--- src/verilog/emesh_pkg.sv ---
// Shared eMesh widths and packet layout for a single channel node with 32-bit word traffic only
package emesh_pkg;

   //####################################################################
   // Widths
   //####################################################################

   localparam int AW  = 32;        // Address and data width
   localparam int PW  = 2*AW+40;   // Packet width, 104 bits
   localparam int IDW = 12;        // Core id width, top bits of dstaddr

   //####################################################################
   // Local resources
   //####################################################################

   localparam int MEM_AW     = 8;  // 256 words in the endpoint memory
   localparam int FIFO_DEPTH = 4;  // Host packet queue entries
   localparam int CNT_W      = 16; // Traffic counters, wrap on overflow

   //####################################################################
   // Packet
   //####################################################################

   // Same bit order as the flat eMesh packet
   // srcaddr sits on top and write is bit 0
   typedef struct packed {
      logic [AW-1:0] srcaddr;      // Return address for reads
      logic [AW-1:0] data;         // Write data or read payload
      logic [AW-1:0] dstaddr;      // Core id in 31..20 then local address
      logic [4:0]    ctrlmode;     // Carried along and not interpreted
      logic [1:0]    datamode;     // 2 means 32-bit word
      logic          write;        // 1 write, 0 read request
   } emesh_packet_t;

endpackage

--- src/verilog/emesh_arbiter.sv ---
// Stimulus wins unless a response is already stalled on the link and must stay put until taken
`timescale 1ns/10ps

module emesh_arbiter import emesh_pkg::*; (
   input  logic          clk,
   input  logic          arst_n,
   // Stimulus queue head
   input  logic          stim_valid,
   input  emesh_packet_t stim_packet,
   // Memory response
   input  logic          resp_valid,
   input  emesh_packet_t resp_packet,
   // Outgoing link
   input  logic          out_wait,
   output logic          stim_pop,
   output logic          resp_pop,
   output logic          out_access,
   output emesh_packet_t out_packet
);

   //####################################################################
   // Selection
   //####################################################################

   logic sel_resp;     // Response drives the link this cycle
   logic resp_locked;  // Response was presented under wait last cycle

   // A host packet that shows up while a response waits must not
   // replace it on the link, eMesh senders hold until accepted
   assign sel_resp = resp_locked | (~stim_valid & resp_valid);

   assign out_access = stim_valid | resp_valid;               // Zero cycle path
   assign out_packet = sel_resp ? resp_packet : stim_packet;

   // One pop per transfer edge, loser keeps its valid
   assign stim_pop = out_access & ~out_wait & ~sel_resp;
   assign resp_pop = out_access & ~out_wait & sel_resp;

   //####################################################################
   // Hold under wait
   //####################################################################

   always_ff @(posedge clk or negedge arst_n) begin
      if (!arst_n) begin
         resp_locked <= 1'b0;
      end else begin
         resp_locked <= sel_resp & out_wait; // Cleared by the transfer edge
      end
   end

   // Stimulus under wait needs no lock since the head only moves on a pop

endmodule

--- config.mk ---
export PLATFORM = sky130hd
export DESIGN_NAME = emesh_arbiter
export DESIGN_NICKNAME = d
export VERILOG_FILES = /design/src/verilog/emesh_pkg.sv /design/src/verilog/emesh_arbiter.sv
export SDC_FILE = /design/constraint.sdc
export NUM_CORES = 1
export LEC_CHECK = 0
export BUFFER_PORTS_ARGS = -buffer_cell sky130_fd_sc_hd__buf_4
export CAP_MARGIN = 25
export CORE_AREA = 10 10 115 117
export DETAILED_ROUTE_END_ITERATION = 8
export DIE_AREA = 0 0 125 127
export SLEW_MARGIN = 15
export SYNTH_ARGS = -nofsm -noshare
export SYNTH_HDL_FRONTEND = slang
export SYNTH_SLANG_ARGS = --single-unit
--- constraint.sdc ---
create_clock -name clk -period 1.88 [get_ports clk]
set_input_delay 0.188 -clock clk [delete_from_list [all_inputs] [get_ports clk]]
set_output_delay 0.188 -clock clk [all_outputs]
set_load 0.03 [all_outputs]
==> flow_summary.toml <==
[placement]
dp_hpwl_um = 9800
gp_congestion = 0.848
placed_area_mm2 = 0.00412
io_buffers = 319

[clocking]
cts_setup_buffers = 0
cts_resized = 0
path_clk_slew_ps = 0
clock_latency_ps = 0

[final_layout]
multiInputGateArea_mm2 = 0.00140
fill_cells = 1132
nets = 657
largest_reg_flops = 1
drive_gt1_share_pct = 98.6
insertedDiodeCount = 0
largest_register = "resp_locked"
finish.utilization_pct = 37.1
fin_area_mm2 = 0.00413
area_growth_pct = 171
layout_commonest_cell = "buf_4"
seqCellArea_um2 = 25.0
largest_registers = "resp_locked x1"
final_cell_mix = "buf_4, mux2_2, mux2_4"

[run_status]
status = "finished, final reports clean"

[min_path]
hold_path.class = "input port to flop"

[grt]
antenna_found_initial = 0
track_usage_pct = 11.4
grt_pass1_wl_um = 15000
grt_pass1_vias = 2661
overflow = 0
grt_max_degree = 33

[sta]
drv_slew = 0
rsz0062_at_grt = "false"
finalCritPeriodShare_pct = 92.9
final.setup_skew_ps = 0
min_period_ps = 1750
tightest_slew_ps = 303
tns_ps = 0
slew_headroom_pct = 79.7
report.final.setup_viol = 0
hold_violations = 0
timing.fmax_mhz = 573

[setup_path]
critPathRequiredTime_ps = 1690
cpMaxStageDelayCell = "mux2_2"
crit_type = "input port to output port"
critPathMaxStageDelay_ps = 360
critPathMaxFanout = 32
ff2ff_setup_slack_ps = 930
startpoint_type = "input port"
critical_path.cell_chain = "buf_4 > nor2b_2 > nor2_4 > buf_12 > buf_12 > mux2_2 > buf_4"
worstPathArrival_ps = 1560
critPathCaptureType = "output port"

[flow_run]
maxCapViolCount = 0

[logic_synthesis]
yosys.area_share.adder_pct = 0
yosysWarnings = 0
synth_top_family_by_area = "multiplexers"
synthMuxAreaShare_pct = 89.1
synth_xor_area_share_pct = 0
synth_seq_cells = 1
ys_seq_area_share_pct = 1.64
ys_types = 12
yosys.area_share.simple_pct = 2.88
synth-compound-area-share_pct = 0.329
syn_avg_cell_area_um2 = 12.4
syn_inst = 123
netlist_area_mm2 = 0.00152
synthesis.nets = 336

[route]
routed-via-count = 2319
via_per_inst = 3.96
first_iter_violations = 42
drc = 0
dr.pass1.iters = 4
drt-total-wl_um = 10500
route.detailed.wl_per_inst_um = 18.0
ant_nets = 0

[power_and_ir_drop]
p_seq_share_pct = 1.5
peakVddDrop_mv = 0.208
p_clk_share_pct = 0
power_leakage_nw = 2.27
p_sw_w = 0.000778
finalPower_w = 0.00166
combPwrFrac_pct = 98.5
sw_frac_of_total_pct = 46.8
p_int_w = 0.000884
power_density_mw_per_mm2 = 403

[die]
die_area_mm2 = 0.0159
start_util_pct = 13.7
rows = 39
chipHeight_um = 127
coreArea_mm2 = 0.0111
ios = 320
die_x_um = 125
[synth_stat cells]
library cell | count | area share (%)
a21oi_1 | 1 | 0.33
buf_2 | 5 | 1.6
buf_6 | 6 | 4.4
dfrtp_1 | 1 | 1.6
mux2_2 | 55 | 41
mux2_4 | 49 | 48
nor2_1 | 1 | 0.25
nor2_4 | 1 | 0.74
nor2b_1 | 1 | 0.41
nor2b_2 | 1 | 0.58
nor3b_1 | 1 | 0.49
or2_2 | 1 | 0.41
[path summary, 6_finish.rpt]
check	start	to	cells past startpoint
max	resp_valid	out_packet[2]	7
min	out_wait	resp_locked	2
max reg2reg	resp_locked	resp_locked	3
min reg2reg	resp_locked	resp_locked	3
max in group asynchronous	arst_n	resp_locked	2
min in group asynchronous	arst_n	resp_locked	2
[power by group through the flow]
stage | Clock (W) | Combinational, W | Sequential, W
finish | 0 | 0.00164 | 0.0000252
global placement | 0 | 0.00164 | 0.0000251
floorplan | 0 | 0.000916 | 0.0000249
CTS | 0 | 0.00166 | 0.0000252
global route | 0 | 0.00172 | 0.0000254
detailed placement | 0 | 0.00166 | 0.0000251
[cells by family (layout without fill, tap and decap cells)]
family          count (synthesis)  in the layout
compound gates                  1              1
buf+inv                        11            330
flops                           1              1
mux                           104            104
simple gates                    6              6
[repair_timing]
| action | in CTS | in global routing |
|---|---|---|
| hold endpoints to repair | 1 | 0 |
| endpoints found under the setup margin | 0 | 0 |
| hold buffers | 1 | 0 |
[through the flow]
stage,instances,hold slack (ps),setup slack [ps]
after floorplan,123,-108,465
after global placement,584,-32.8,140
after detailed placement,584,-32.8,131
after CTS,585,439,127
after global routing,585,455,80.7
final,585,435,133
[area by class of cell]
type	instances	share of cell area [%]
Sequential cell	1	0.607
Multi-Input combinational cell	111	34.0
Timing Repair Buffer	330	61.0
Tap cell	143	4.34
[critical path, delay by kind of cell]
family	cells	cell delay, ps
mux	1	360
simple gates	2	260
buf+inv	4	710
[routing by layer]
layer	vias to the layer above	global-route usage [%]	share of wire [%]
li1	1103	-	-
met1	1033	10.8	34
met2	181	22.4	53
met3	2	5.75	13
met4	0	0.271	0.26
met5	-	0	0
Power figures use the tool's default switching activity.
