### src/verilog/emesh_pkg.sv
// Shared eMesh widths and packet layout for a single channel node with 32-bit word traffic only
package emesh_pkg;

   //####################################################################
   // Widths
   //####################################################################

   localparam int AW  = 32;        // Address and data width
   localparam int PW  = 2*AW+40;   // Packet width, 104 bits
   localparam int IDW = 12;        // Core id width, top bits of dstaddr

   //####################################################################
   // Local resources
   //####################################################################

   localparam int MEM_AW     = 8;  // 256 words in the endpoint memory
   localparam int FIFO_DEPTH = 4;  // Host packet queue entries
   localparam int CNT_W      = 16; // Traffic counters, wrap on overflow

   //####################################################################
   // Packet
   //####################################################################

   // Same bit order as the flat eMesh packet
   // srcaddr sits on top and write is bit 0
   typedef struct packed {
      logic [AW-1:0] srcaddr;      // Return address for reads
      logic [AW-1:0] data;         // Write data or read payload
      logic [AW-1:0] dstaddr;      // Core id in 31..20 then local address
      logic [4:0]    ctrlmode;     // Carried along and not interpreted
      logic [1:0]    datamode;     // 2 means 32-bit word
      logic          write;        // 1 write, 0 read request
   } emesh_packet_t;

endpackage

### src/verilog/emesh_stim_fifo.sv
// Host queue has no back-pressure and a strobe into a full queue is dropped with sticky overflow
`timescale 1ns/10ps

module emesh_stim_fifo import emesh_pkg::*; (
   input  logic          clk,
   input  logic          arst_n,
   // Host side
   input  logic          host_valid,    // One cycle strobe
   input  emesh_packet_t host_packet,   // Sampled with the strobe
   // Arbiter side
   input  logic          stim_pop,      // Head leaves on this edge
   output logic          stim_valid,    // Queue not empty
   output emesh_packet_t stim_packet,   // Head of queue
   // Status
   output logic          overflow       // Sticky until reset
);

   //####################################################################
   // Storage and pointers
   //####################################################################

   emesh_packet_t                      buf_mem [FIFO_DEPTH]; // Payload only, no reset
   logic [$clog2(FIFO_DEPTH)-1:0]      wr_ptr;
   logic [$clog2(FIFO_DEPTH)-1:0]      rd_ptr;
   logic [$clog2(FIFO_DEPTH+1)-1:0]    count;
   logic                               full;
   logic                               push;
   logic                               pop;

   assign full  = (count == FIFO_DEPTH);
   assign pop   = stim_pop & stim_valid;          // Guard against a stray pop
   assign push  = host_valid & (~full | pop);     // Full slot frees up on a pop

   assign stim_valid  = (count != 0);
   assign stim_packet = buf_mem[rd_ptr];          // Head visible one cycle after push

   // Payload write, no reset needed
   always_ff @(posedge clk) begin
      if (push) begin
         buf_mem[wr_ptr] <= host_packet;
      end
   end

   //####################################################################
   // Control
   //####################################################################

   always_ff @(posedge clk or negedge arst_n) begin
      if (!arst_n) begin
         wr_ptr   <= '0;
         rd_ptr   <= '0;
         count    <= '0;
         overflow <= 1'b0;
      end else begin
         if (push) begin
            // Wrap at depth so odd depths also work
            wr_ptr <= (wr_ptr == FIFO_DEPTH-1) ? '0 : wr_ptr + 1'b1;
         end
         if (pop) begin
            rd_ptr <= (rd_ptr == FIFO_DEPTH-1) ? '0 : rd_ptr + 1'b1;
         end
         // Net occupancy change
         case ({push, pop})
            2'b10:   count <= count + 1'b1;
            2'b01:   count <= count - 1'b1;
            default: count <= count;      // Both or neither
         endcase
         if (host_valid & ~push) begin
            overflow <= 1'b1;             // Packet lost, flag stays up
         end
      end
   end

endmodule
### config.mk
export PLATFORM = sky130hd
export DESIGN_NAME = emesh_stim_fifo
export DESIGN_NICKNAME = d
export VERILOG_FILES = /design/src/verilog/emesh_pkg.sv /design/src/verilog/emesh_stim_fifo.sv
export SDC_FILE = /design/constraint.sdc
export NUM_CORES = 1
export LEC_CHECK = 0
export BUFFER_PORTS_ARGS = -buffer_cell sky130_fd_sc_hd__buf_2
export CAP_MARGIN = 5
export CORE_MARGIN = 1
export CORE_UTILIZATION = 55
export DETAILED_ROUTE_END_ITERATION = 10
export GPL_ROUTABILITY_DRIVEN = 1
export PLACE_DENSITY_LB_ADDON = 0.08
export SLEW_MARGIN = 40
export SYNTH_ARGS = -nofsm -noshare
export SYNTH_HDL_FRONTEND = slang
export SYNTH_SLANG_ARGS = --single-unit
export TNS_END_PERCENT = 5
### constraint.sdc
create_clock -name clk -period 5.3 [get_ports clk]
set_clock_uncertainty 0.15 [all_clocks]
set_input_delay 1.325 -clock clk [delete_from_list [all_inputs] [get_ports clk]]
set_output_delay 1.325 -clock clk [all_outputs]
set_load 0.03 [all_outputs]
==> flow_summary.yaml <==
status:
  status: "complete, no violations"
drt:
  drcViolationCount: 0
  wirelength_mm: 27.8
  drt-pass1-iter-count: 5
  drtIter0Drc: 463
  via_per_inst: 5.58
  vias: 7027
  wire_per_inst_um: 22.1
  final_antenna_net_count: 0
critical_path:
  endpoint: "stim_packet[6]"
  startpoint: "rd_ptr[0]"
  cp.required_ns: 3.83
  endpoint_kind: "primary output"
  regToRegSetupSlack_ns: 2.74
  worstSetupPathType: "flop to primary output"
  cp_max_fo: 30
  timing.rr.end: "buf_mem[1][81]"
  reg2reg_depth: 4
  r2r_start: "count[2]"
  arrival_ns: 2.46
  startpoint_type: "flop"
logic_synthesis:
  synth-simple-area-share_pct: 0.726
  synth_top_family_by_area: "multiplexers"
  synth_top_area_share_pct: 80.5
  synth_compound_area_share_pct: 0.395
  ys_types: 32
  yosysSeqAreaShare_pct: 81.8
  postSynthCellCount: 599
  syn_area_um2: 15500
  yosysTopAreaCell: "edfxtp_1"
  synth.avg_cell_area_um2: 25.9
  synth_nets: 713
  muxShareOfSynthArea_pct: 15.4
  synth_xor_area_share_pct: 0.113
  synth_seq_cells: 424
  synth_fa_ha_area_share_pct: 0.532
  synth_area_leaders: "edfxtp_1 (81%), mux4_2 (15%), dfrtp_1 (1.3%)"
  yosys_warnings: 0
timing:
  post-route-period-util_pct: 74.3
  max_freq_mhz: 254
  slew_violations: 0
  rsz0062_at_grt: "no"
  hold_viol_final: 0
  tightest_slew_ns: 0.729
  worst_slack_ns: 1.36
  relSlewSlack_pct: 51.4
  setup_viol: 0
  tns_ns: 0
  finalCriticalPeriod_ns: 3.94
power:
  leakagePower_nw: 6.29
  switchingPower_w: 0.00376
  seqPwrFrac_pct: 41.6
  comb_power_share_pct: 33.4
  netSwitchingFraction_pct: 33.7
  p_per_area_nw_per_um2: 605
  clock_power_share_pct: 25.1
  power.internal_w: 0.00738
  vdd_drop_max_uv: 459
placement:
  dp_slack_ns: 1.81
  finalWeightedCongestion: 0.729
  placed_cell_area_um2: 17100
  dpl.hpwl_mm: 16.4
  portBuffers: 213
global_route:
  top_usage_layer: "met2"
  met1_usage_pct: 26.6
  grt_use_met2_pct: 32.8
  grt_pass1_wl_mm: 42.6
  grt_antenna_before_repair: 6
  grt_start_max_net_pins: 70
  use_met3_pct: 5.47
  grt_pass1_vias: 7594
  grt.total_usage_pct: 19.9
  overflow: 0
cts:
  cts_resized: 0
  cts_tree: "yes"
  post-cts-setup-buffer-count: 0
  clk_pin_slew_ns: 0.06
  htreeDepth: 2
  cts_made_buffers: 44
  root_buffer: "clkbuf_16"
  insertion_delay_ns: 0.53
  cts.path.max_buffers: 3
  ctsHoldBuffers: 0
  cts.sinks: 424
floorplan:
  fp-row-count: 61
  die_h_um: 170
  die_area_um2: 28900
  core_area_um2: 27800
  start_util_pct: 55.8
  io-pin-count: 214
  die_x_um: 170
finish:
  fin_area_um2: 18400
  area.growth.synth_to_final_pct: 18.8
  final_util_pct: 66.3
  nNetsFinal: 956
  drive_gt1_share_pct: 45.5
flow_run:
  cap_violations: 0
min_path:
  hold_class: "flop to flop"
  holdPathStages: 2
-- per-layer routing --
metal | routed length [um] | part of all wire (%)
met1 | 11100 | 40
met2 | 14200 | 51
met3 | 2070 | 7.5
met4 | 362 | 1.3
met5 | 13 | 0.047
-- cell usage in the layout, fill, tap and decap left out, drive strengths merged, types with 2 or more instances in the layout --
master / Yosys / layout
clkbuf: 8 / 58
nand3: 2 / 2
mux4: 104 / 104
edfxtp: 416 / 416
clkinv: 0 / 19
dfrtp: 8 / 8
inv: 6 / 9
ha: 5 / 5
nor2: 4 / 4
xor2: 2 / 2
and2: 4 / 4
buf: 18 / 223
mux2: 4 / 4
and3: 2 / 2
diode: 0 / 5
or3b: 2 / 2
-- kinds of logic (layout without fill, tap and decap cells) --
kind of cell               Yosys count  after routing
DFF                                424            424
muxes                              108            108
buffers and inverters               32            310
and+or+nand+nor                     19             19
AOI/OAI and AO/OA                    8              8
adders and majority gates            6              6
xor gates and xnor gates             2              2
other                                0              5
-- power by group through the flow --
stage	Combinational (W)	Sequential (W)	Clock, W
2_1_floorplan	0.00280	0.00463	0
3_3_place_gp	0.00366	0.00472	0
3_5_place_dp	0.00378	0.00471	0
4_1_cts	0.00379	0.00464	0.00286
5_1_grt	0.00394	0.00469	0.00299
6_report	0.00372	0.00463	0.00279
-- through the flow --
step	std cells	power, W	hold slack (ns)
2_1_floorplan	599	0.00743	0.384
3_3_place_gp	1172	0.00839	0.314
3_5_place_dp	1174	0.00849	0.309
4_1_cts	1255	0.0113	0.330
5_1_grt	1256	0.0116	0.339
6_report	1260	0.0111	0.327
-- worst min-delay path by stage --
stage | from | end | slack, ns
after floorplan | wr_ptr[1] | wr_ptr[1] | 0.38
after global placement | overflow | overflow | 0.31
after detailed placement | overflow | overflow | 0.31
after CTS | overflow | overflow | 0.33
after global routing | overflow | overflow | 0.34
final | overflow | overflow | 0.33
-- registers in the layout, summed over array words and instances (netlist names) --
name / cells
wr_ptr: 2
overflow: 1
count: 3
buf_mem: 416
rd_ptr: 2
-- worst max-delay path, cell delays in order, from the launching register on --
cell     delay, ns
dfrtp_4       0.56
buf_4         0.55
mux4_2        0.59
buf_2         0.19
-- synthesized netlist by cell type, drive strengths merged --
library cell	count
edfxtp	416
mux4	104
buf	18
clkbuf	8
dfrtp	8
inv	6
ha	5
and2	4
mux2	4
nor2	4
and3	2
nand3	2
or3b	2
xor2	2
a211oi	1
a22oi	1
fa	1
nand2	1
nand3b	1
nor4	1
o211ai	1
o21a	1
o21ai	1
o21ba	1
o31ai	1
o32ai	1
or3	1
or4	1
-- area by class of cell --
type / count / area (um^2)
Timing Repair Buffer: 223 / 1230
Multi-Input combinational cell: 143 / 2670
Clock inverter: 23 / 141
Antenna cell: 5 / 12.5
Inverter: 6 / 22.5
Fill cell: 1883 / 9360
Tap cell: 378 / 473
Clock buffer: 58 / 1170
Sequential cell: 424 / 12700
(Power assumes the default switching activity.)
