[src/verilog/emesh_pkg.sv]
// Shared eMesh widths and packet layout for a single channel node with 32-bit word traffic only
package emesh_pkg;

   //####################################################################
   // Widths
   //####################################################################

   localparam int AW  = 32;        // Address and data width
   localparam int PW  = 2*AW+40;   // Packet width, 104 bits
   localparam int IDW = 12;        // Core id width, top bits of dstaddr

   //####################################################################
   // Local resources
   //####################################################################

   localparam int MEM_AW     = 8;  // 256 words in the endpoint memory
   localparam int FIFO_DEPTH = 4;  // Host packet queue entries
   localparam int CNT_W      = 16; // Traffic counters, wrap on overflow

   //####################################################################
   // Packet
   //####################################################################

   // Same bit order as the flat eMesh packet
   // srcaddr sits on top and write is bit 0
   typedef struct packed {
      logic [AW-1:0] srcaddr;      // Return address for reads
      logic [AW-1:0] data;         // Write data or read payload
      logic [AW-1:0] dstaddr;      // Core id in 31..20 then local address
      logic [4:0]    ctrlmode;     // Carried along and not interpreted
      logic [1:0]    datamode;     // 2 means 32-bit word
      logic          write;        // 1 write, 0 read request
   } emesh_packet_t;

endpackage

[src/verilog/emesh_monitor.sv]
// Counters wrap at CNT_W bits and misroute stays set until reset
`timescale 1ns/10ps

module emesh_monitor import emesh_pkg::*; (
   input  logic             clk,
   input  logic             arst_n,
   input  logic [IDW-1:0]   coreid,      // This node
   // Incoming link, observed
   input  logic             in_access,
   input  logic             in_wait,
   input  emesh_packet_t    in_packet,
   // Outgoing link, observed
   input  logic             out_access,
   input  logic             out_wait,
   // Status
   output logic             misroute,    // Foreign core id accepted
   output logic [CNT_W-1:0] cnt_wr_in,   // Accepted incoming writes
   output logic [CNT_W-1:0] cnt_rd_in,   // Accepted incoming reads
   output logic [CNT_W-1:0] cnt_out      // Completed outgoing transfers
);

   //####################################################################
   // Transfer detect
   //####################################################################

   logic in_xfer;
   logic out_xfer;
   logic id_miss;

   assign in_xfer  = in_access & ~in_wait;
   assign out_xfer = out_access & ~out_wait;

   // Destination core id against ours
   assign id_miss = (in_packet.dstaddr[AW-1:AW-IDW] != coreid);

   //####################################################################
   // Counters and flag
   //####################################################################

   always_ff @(posedge clk or negedge arst_n) begin
      if (!arst_n) begin
         cnt_wr_in <= '0;
         cnt_rd_in <= '0;
         cnt_out   <= '0;
         misroute  <= 1'b0;
      end else begin
         if (in_xfer & in_packet.write) begin
            cnt_wr_in <= cnt_wr_in + 1'b1;   // Wraps
         end
         if (in_xfer & ~in_packet.write) begin
            cnt_rd_in <= cnt_rd_in + 1'b1;
         end
         if (out_xfer) begin
            cnt_out <= cnt_out + 1'b1;       // Host packets and responses
         end
         if (in_xfer & id_miss) begin
            misroute <= 1'b1;                // Sticky
         end
      end
   end

   // A packet held under in_wait is not counted until it goes through

endmodule

[config.mk]
export PLATFORM = sky130hd
export DESIGN_NAME = emesh_monitor
export DESIGN_NICKNAME = d
export VERILOG_FILES = /design/src/verilog/emesh_pkg.sv /design/src/verilog/emesh_monitor.sv
export SDC_FILE = /design/constraint.sdc
export NUM_CORES = 1
export LEC_CHECK = 0
export BUFFER_PORTS_ARGS = -buffer_cell sky130_fd_sc_hd__buf_2
export CORE_UTILIZATION = 30
export CTS_CLUSTER_SIZE = 8
export DETAILED_ROUTE_END_ITERATION = 10
export SETUP_SLACK_MARGIN = 0.05
export SLEW_MARGIN = 5
export SYNTH_ARGS = -nofsm -noshare
export SYNTH_HDL_FRONTEND = slang
export SYNTH_SLANG_ARGS = --single-unit
[constraint.sdc]
create_clock -name clk -period 1.29 [get_ports clk]
set_input_delay 0.129 -clock clk [delete_from_list [all_inputs] [get_ports clk]]
set_output_delay 0.129 -clock clk [all_outputs]
set_load 0.1 [all_outputs]
==> results of run 1 <==
[layer usage]
metal / global-route usage, % / routed length, um / vias up
li1: - / - / 1004
met1: 18.2 / 2450 / 976
met2: 24.6 / 3000 / 49
met3: 3.21 / 240 / 9
met4: 5.51 / 111 / 0
met5: 0 / 0 / -
[path summary, 6_finish.rpt]
path | cells past startpoint | slack, ps | end
max reg2reg | 5 | -100 | cnt_out[8]$_DFFE_PN0P_
min in group asynchronous | 3 | 350 | cnt_out[7]$_DFFE_PN0P_
min reg2reg | 1 | 470 | cnt_out[15]$_DFFE_PN0P_
min | 3 | 190 | misroute$_DFFE_PN0P_
max in group asynchronous | 3 | 660 | cnt_rd_in[1]$_DFFE_PN0P_
max | 5 | -100 | cnt_out[8]$_DFFE_PN0P_
[power by group]
part / leakage, nW / switching, mW / internal [mW]
Sequential: 0.585 / 0.264 / 1.92
Clock: 0.0574 / 0.520 / 0.631
Combinational: 1.46 / 2.55 / 2.03
[synthesized netlist by cell type, drive strengths merged]
master   count
and2         1
and2b        1
and3         8
and4         2
and4bb       1
buf          2
dfrtp       49
ha           3
inv          1
mux2         3
nand2       15
nand2b       1
nand3       19
nand3b       2
nand4        9
nand4b       1
nand4bb      1
nor2        11
nor2b        1
nor3         2
nor4         4
o21bai       1
or2          2
xnor2       40
xor2        17
[logic make-up after synthesis]
| group | count (synthesis) | share of synthesized area [%] |
|---|---|---|
| fa+ha+maj | 3 | 1.62 |
| simple gates | 81 | 21.8 |
| buf+inv | 3 | 0.592 |
| mux | 3 | 1.45 |
| xor+xnor | 57 | 21.5 |
| flops | 49 | 52.8 |
| compound gates | 1 | 0.323 |
[repair_timing]
action / 4_1_cts / 5_1_grt
gates cloned: 0 / 0
gates resized for setup: 58 / 21
buffers inserted: 10 / 23
pin swaps: 30 / 24
endpoints found under the hold margin: 49 / 0
setup endpoints to repair: 76 / 64
hold buffers: 1 / 0
[layout by cell type, fill, tap and decap left out, types with 2 or more instances in the layout]
| master | instances |
|---|---|
| nor4_4 | 3 |
| or2_4 | 2 |
| nor2_4 | 4 |
| nand3_2 | 9 |
| buf_2 | 30 |
| dfrtp_2 | 10 |
| ha_4 | 3 |
| dfrtp_4 | 32 |
| xor2_1 | 17 |
| nor2_1 | 3 |
| nand2_1 | 14 |
| nand4_1 | 8 |
| and3_4 | 3 |
| buf_4 | 59 |
| buf_12 | 35 |
| xnor2_2 | 4 |
| and3_1 | 5 |
| mux2_4 | 2 |
| nor2_2 | 4 |
| buf_6 | 34 |
| nand3_4 | 3 |
| clkbuf_8 | 6 |
| nand3_1 | 7 |
| xnor2_1 | 36 |
| dfrtp_1 | 7 |
| and4_1 | 2 |
[final cells by class]
class                      count  area share [%]
timing repair buffer         160            36.5
tap                           99            2.67
multi-input combinational    145            28.8
sequential                    49            29.3
inverter                       1          0.0810
clock inverter                 2           0.810
clock buffer                   6            1.78
[flip-flops by register name (all words and copies together) (netlist names)]
signal / cells
misroute: 1
cnt_wr_in: 16
cnt_out: 16
cnt_rd_in: 16
[worst reg2reg max path, cell delays in order (launching register included)]
cell	delay, ps
dfrtp_4	450
ha_4	120
nand3b_1	180
or2_4	320
nor2_2	90
xor2_1	150
[per-stage QoR]
stage                     power, mW  worst slack (ps)  cells
after floorplan                4.49              -296    197
after global placement         6.19             -83.3    421
after detailed placement       6.24              -120    421
after CTS                      7.75              -104    440
after global routing           8.25              -170    462
final                          7.92             -97.5    462
==> impl_metrics.tcl, run 1 <==
set metrics [dict create \
    status "complete, but fails checks" \
    violations "negative setup slack" \
    cp_max_fo 3 \
    cp-start-kind "flip-flop" \
    fin_setup_tns_ps -649 \
    antennaDiodeCount 0 \
    timing.hold.ws_ps 188 \
    clk_pin_slew_ps 90 \
    seq_area_frac_synth_pct 52.8 \
    tritoncts "built" \
    die_area_um2 8100 \
    htree_levels 2 \
    crit_arrival_ps 1610 \
    fin_crit_sh_pct 108 \
    peakVddDrop_mv 2.47 \
    synth_area_leader_cell "dfrtp_1" \
    antenna_found_initial 0 \
    fp.dieW_um 90.0 \
    rows 31 \
    slowest_stage "dfrtp_4" \
    worstHoldStart "in_wait" \
    setup_violations 18 \
    min_period_ps 1390 \
    cap_violations 0 \
    synth_cell_types 30 \
    yosys_warnings 0 \
    cts-root-buf "clkbuf_8" \
    hpwl_mm 3.95 \
    core-area_um2 7370 \
    place_congestion 0.726 \
    placed_area_um2 3970 \
    slew_viol_final 0 \
    routed_wirelength_mm 5.79 \
    die_h_um 90.0 \
    cellLeakagePower_nw 2.10 \
    synth_nets 322 \
    multi_input_area_um2 1340 \
    cts.path.max_buffers 2 \
    track_usage_pct 14.6 \
    hold_viol 0 \
    nFillCells 586 \
    grt_pass1_vias 2046 \
    cp_data_required_time_ps 1510 \
    powerDensity_nw_per_um2 1710 \
    slowest_delay_ps 450 \
    slew_headroom_pct 79.7 \
    clock.fmax_mhz 721 \
    nets 487 \
    synth_area_leaders "dfrtp_1 53%, xnor2_1 15%, xor2_1 6.4%, nand3_1 4.1%, nand2_1 2.4%" \
    tightest_slew_ps 307 \
    ant_nets 0 \
    postSynthAreaPerCell_um2 11.8 \
    num_vias 2038 \
    critical_path_class "reg2reg" \
    area_delta_synth_final_pct 99.5 \
    ys_ff_latch 49 \
    cp_num_buf_inv 0 \
    rsz0062_at_grt "true" \
    cts.sinks 49 \
    clock_latency_ps 300 \
    grt_overflow 0 \
    synth.top_cell.area_share_pct 52.8 \
    critPathCaptureType "flip-flop" \
    initial_core_util_pct 31.5 \
    firstDrtPassIters 3 \
    remaining_drc_errors 0 \
    syn-instance-count 197 \
    grt_max_degree 50 \
    path_cells "ha_4, nand3b_1, or2_4, nor2_2, xor2_1" \
    post_drt_wl_per_cell_um 12.5 \
    drive_gt1_share_pct 70.5 \
    io_buffer_count 79 \
    final_area_um2 4640 \
    grt_pass1_wl_mm 9.64 \
    synth_area_um2 2320 \
    dr.first_iter.drc_count 14 \
    top_level_ports 171 \
    crit_start "cnt_out[1]$_DFFE_PN0P_" \
    fin_ws_ps -97.5 \
    postLayoutCoreUtil_pct 62.9 \
    seqCellArea_um2 1360 \
    worstHoldPathType "in2reg" \
    r2r-start "cnt_out[1]$_DFFE_PN0P_" \
    path_delay_family "simple AND/OR/NAND/NOR gates" \
    numCtsBuffers 5 \
    finalClockSkew_ps 6.08 \
    viasPerCell 4.41 \
]
No activity file was read; power rests on OpenSTA's default activity.
==> inputs of run 2 (changes only) <==
CORE_ASPECT_RATIO = 0.5   (was unset)
HOLD_SLACK_MARGIN = 0.12   (was unset)
==> run 2 against run 1 <==
  * The run still ends with negative setup slack left
  * Maximum frequency rose by 1.9%
  * Hold slack improved by 6.9 ps
  * Core utilization fell by 1.4 points
  * Clock-buffer cell count fell by 1
  * Global-route usage rose by 0.22 points
  * Die area rose by 0.27%
  * Cell count fell by 3.5%
  * Via count fell by 1.0%
  * Setup slack improved by 25 ps
==> impl_metrics.tcl, run 2 (synthesis results as in run 1) <==
set metrics [dict create \
    tritoncts "built" \
    cts.sinks 49 \
    numCtsBuffers 5 \
    area_delta_synth_final_pct 96.0 \
    firstDrtPassIters 4 \
    worstHoldPathType "in2reg" \
    fin_ws_ps -72.0 \
    drive_gt1_share_pct 68.9 \
    ant_nets 0 \
    grt_pass1_wl_mm 9.40 \
    cellLeakagePower_nw 2.04 \
    r2r_cells 5 \
    slew_headroom_pct 79.1 \
    cts-root-buf "clkbuf_16" \
    remaining_drc_errors 0 \
    finalClockSkew_ps 8.24 \
    path_common_cell "and3_4" \
    rows 22 \
    post_drt_wl_per_cell_um 12.9 \
    critical_path_class "reg2reg" \
    powerDensity_nw_per_um2 1790 \
    clk_pin_slew_ps 70 \
    p_seq_share_pct 27.0 \
    critPathCaptureType "flip-flop" \
    status "complete, but fails checks" \
    nets 474 \
    dr.first_iter.drc_count 32 \
    whs_path_depth 3 \
    initial_core_util_pct 31.4 \
    placed_area_um2 3930 \
    timing.hold.ws_ps 195 \
    die_h_um 64.2 \
    grt_pass1_vias 2063 \
    io_buffer_count 79 \
    postLayoutCoreUtil_pct 61.5 \
    hpwl_mm 4.05 \
    track_usage_pct 14.8 \
    top_regs "cnt_out (16), cnt_rd_in (16), cnt_wr_in (16)" \
    nFillCells 567 \
    clock.fmax_mhz 734 \
    tightest_slew_ps 313 \
    cp_data_required_time_ps 1470 \
    setup_violations 30 \
    grt_overflow 0 \
    clock_latency_ps 290 \
    final_common_cell "buf_4" \
    antenna_found_initial 0 \
    htree_levels 2 \
    top_level_ports 171 \
    antennaDiodeCount 0 \
    cp_max_fo 4 \
    hold_viol 0 \
    routed_wirelength_mm 5.78 \
    num_vias 2017 \
    final_cell_mix "57 x buf_4, 37 x xnor2_1, 35 x buf_12, 32 x dfrtp_4, 30 x buf_2" \
    path_cells "buf_4, and3_4, and3_4, and4_1, xor2_1" \
    internal-power_mw 4.74 \
    die_area_um2 8120 \
    place_congestion 0.710 \
    fin_setup_tns_ps -1120 \
    slowest_stage "dfrtp_4" \
    fp.dieW_um 126 \
    viasPerCell 4.52 \
    p_comb_share_pct 54.1 \
    min_period_ps 1360 \
    slowest_delay_ps 490 \
    clkPwrFrac_pct 18.9 \
    p_sw_mw 3.43 \
    grt_max_degree 50 \
    violations "negative setup slack" \
    rsz0062_at_grt "true" \
    dp_slack_ps -124 \
    cp-start-kind "flip-flop" \
    slew_viol_final 0 \
    crit_arrival_ps 1540 \
    peakVddDrop_mv 1.93 \
    cts.path.max_buffers 2 \
    swShare_pct 42.0 \
    final_area_um2 4550 \
    cap_violations 0 \
    core-area_um2 7400 \
    fin_crit_sh_pct 106 \
]
## run 2: timing repair
action / CTS / global route
setup buffers: 12 / 13
gates resized for setup: 43 / 26
endpoints found under the setup margin: 61 / 57
endpoints found under the hold margin: 49 / 0
hold buffers: 1 / 0
pin swaps: 28 / 19
## run 2: per-layer routing
| layer | track usage (%) | routed length (um) |
|---|---|---|
| met1 | 16.2 | 2430 |
| met2 | 28.2 | 3080 |
| met3 | 3.85 | 213 |
| met4 | 4.52 | 53 |
| met5 | 0 | 0 |
## run 2: path summary, 6_finish.rpt
check | start | end | slack (ps)
worst max-delay path | cnt_out[0]$_DFFE_PN0P_ | cnt_out[7]$_DFFE_PN0P_ | -70
worst min-delay path | in_access | misroute$_DFFE_PN0P_ | 190
worst max register to register | cnt_out[0]$_DFFE_PN0P_ | cnt_out[7]$_DFFE_PN0P_ | -70
worst min register to register | cnt_out[15]$_DFFE_PN0P_ | cnt_out[15]$_DFFE_PN0P_ | 480
max in group asynchronous | arst_n | cnt_out[1]$_DFFE_PN0P_ | 670
min in group asynchronous | arst_n | cnt_out[5]$_DFFE_PN0P_ | 350
## run 2: area by class of cell
class	count	area [um^2]	area share, %
clock buffers	5	125	2.75
clock inverters	3	50.0	1.10
well taps	96	120	2.64
multi-input cells	145	1350	29.6
repair buffers	147	1550	34.0
flip-flops and latches	49	1360	29.8
inverters	1	3.75	0.0824
## run 2: stage by stage
step                      power, mW  std cells
final                          8.17        446
after floorplan                4.49        197
after global placement         6.16        415
after CTS                      8.03        435
after detailed placement       6.23        415
after global routing           8.49        446
## run 2: worst max-delay path, delay by kind of cell, from the launching register on
| kind | cells | cell delay [ps] |
|---|---|---|
| flops | 1 | 490 |
| simple gates | 3 | 480 |
| buf+inv | 1 | 150 |
| xor+xnor | 1 | 140 |
## run 2: power groups by stage
| stage | Clock [mW] | Combinational, mW | Sequential, mW |
|---|---|---|---|
| floorplan | 0 | 0.481 | 4.01 |
| global placement | 0 | 3.95 | 2.20 |
| finish | 1.54 | 4.42 | 2.21 |
| global route | 1.63 | 4.62 | 2.24 |
| detailed placement | 0 | 4.01 | 2.23 |
| CTS | 1.58 | 4.24 | 2.20 |
==> inputs of run 3 (changes only) <==
HOLD_SLACK_MARGIN = 0.02   (was 0.12)
SKIP_CTS_REPAIR_TIMING = 1   (was unset)
==> run 3 against run 2 <==
  * The flow still finishes with violations (negative setup slack)
  * Routed wire length fell by 1.3%
  * Global-route usage fell by 0.65 points
  * Sequential power barely moved
  * Largest cell class unchanged
  * Highest routed layer unchanged
==> impl_metrics.tcl, run 3 (synthesis results as in run 1) <==
set metrics [dict create \
    status "complete, but fails checks" \
    violations "negative setup slack" \
    tritoncts "built" \
    grt_pass1_wl_mm 8.98 \
    top_level_ports 171 \
    cts.path.max_buffers 2 \
    cp_data_required_time_ps 1460 \
    critPathCaptureType "flip-flop" \
    nets 470 \
    rows 22 \
    cts.sinks 49 \
    finalClockSkew_ps 8.57 \
    slowest_stage "dfrtp_4" \
    cp-endpoint "cnt_out[8]$_DFFE_PN0P_" \
    htree_levels 2 \
    path_cells "ha_4, nand3b_1, or2_4, nor2_4, xor2_1" \
    timing.hold.ws_ps 190 \
    slew_viol_final 0 \
    final_cell_mix "38 x buf_4, 35 x xnor2_1, 35 x buf_12, 32 x dfrtp_4, 30 x buf_2" \
    antennaDiodeCount 0 \
    track_usage_pct 14.1 \
    clock_latency_ps 290 \
    total_power_mw 8.12 \
    hpwl_mm 4.05 \
    cap_violations 0 \
    cts-root-buf "clkbuf_16" \
    r2r_cells 5 \
    core-area_um2 7400 \
    firstDrtPassIters 4 \
    place_congestion 0.710 \
    critical_path_class "reg2reg" \
    slowest_delay_ps 500 \
    powerDensity_nw_per_um2 1780 \
    cellLeakagePower_nw 2.04 \
    die_h_um 64.2 \
    hold_viol 0 \
    top_regs "cnt_out (16), cnt_rd_in (16), cnt_wr_in (16)" \
    initial_core_util_pct 31.4 \
    clk_pin_slew_ps 70 \
    viasPerCell 4.56 \
    tightest_slew_ps 307 \
    fin_crit_sh_pct 108 \
    r2r-start "cnt_out[1]$_DFFE_PN0P_" \
    num_vias 2017 \
    rsz0062_at_grt "true" \
    grt_overflow 0 \
    final_cell_count_no_fill 442 \
    worstHoldPathType "in2reg" \
    fin_ws_ps -102 \
    cp_max_fo 3 \
    peakVddDrop_mv 1.91 \
    area_delta_synth_final_pct 96.3 \
    crit_arrival_ps 1570 \
    antenna_found_initial 0 \
    worstHoldStart "in_access" \
    postLayoutCoreUtil_pct 61.6 \
    setup_violations 20 \
    crit_start "cnt_out[1]$_DFFE_PN0P_" \
    io_buffer_count 79 \
    reg2reg_setup_slack_ps -100 \
    cp-start-kind "flip-flop" \
    dr.first_iter.drc_count 52 \
    remaining_drc_errors 0 \
    fin_setup_tns_ps -864 \
    die_area_um2 8120 \
    clock.fmax_mhz 719 \
    grt_pass1_vias 1995 \
    fp.dieW_um 126 \
    grt_max_degree 50 \
    slew_headroom_pct 79.6 \
    post_drt_wl_per_cell_um 12.9 \
    r2r_end "cnt_out[8]$_DFFE_PN0P_" \
    ant_nets 0 \
    post-place-cells 415 \
    final_common_cell "buf_4" \
    numCtsBuffers 5 \
    min_period_ps 1390 \
    drive_gt1_share_pct 68.5 \
    routed_wirelength_mm 5.70 \
]
## run 3: final cells by class
class	count	area, um^2
repair buffers	143	1530
clock buffers	5	125
multi-input cells	145	1370
well taps	96	120
flip-flops and latches	49	1360
clock inverters	3	50.0
fillers	569	2840
inverters	1	3.75
## run 3: stage by stage
stage,area (um^2),setup WS [ps]
after floorplan,2590,-296
after global placement,3930,-97.4
after detailed placement,3930,-124
after CTS,4110,-160
after global routing,4560,-161
final,4560,-102
## run 3: power breakdown
| part | internal [mW] | switching (mW) | leakage [nW] |
|---|---|---|---|
| clock | 0.932 | 0.616 | 0.0859 |
| sequential | 1.92 | 0.297 | 0.585 |
| combinational | 1.84 | 2.51 | 1.37 |
| total | 4.69 | 3.42 | 2.04 |
## run 3: worst min path at each step
stage,to,slack [ps],depth (start not counted)
final,misroute$_DFFE_PN0P_,190,3
after global routing,misroute$_DFFE_PN0P_,210,3
after CTS,cnt_rd_in[7]$_DFFE_PN0P_,-180,2
after detailed placement,cnt_out[9]$_DFFE_PN0P_,140,2
after global placement,cnt_out[5]$_DFFE_PN0P_,140,2
after floorplan,cnt_out[10]$_DFFE_PN0P_,-170,0
## run 3: per-layer routing
metal	wire length, um	global-route usage (%)
met5	0	0
met4	60	4.52
met3	220	4.02
met2	3060	26.0
met1	2360	15.9
## run 3: worst max-delay path: cells and delay by family (launching register included)
family | cells | cell delay [ps]
XOR/XNOR | 1 | 150
AND/OR/NAND/NOR | 3 | 480
adder cells (fa/ha/maj) | 1 | 160
flip-flops | 1 | 500
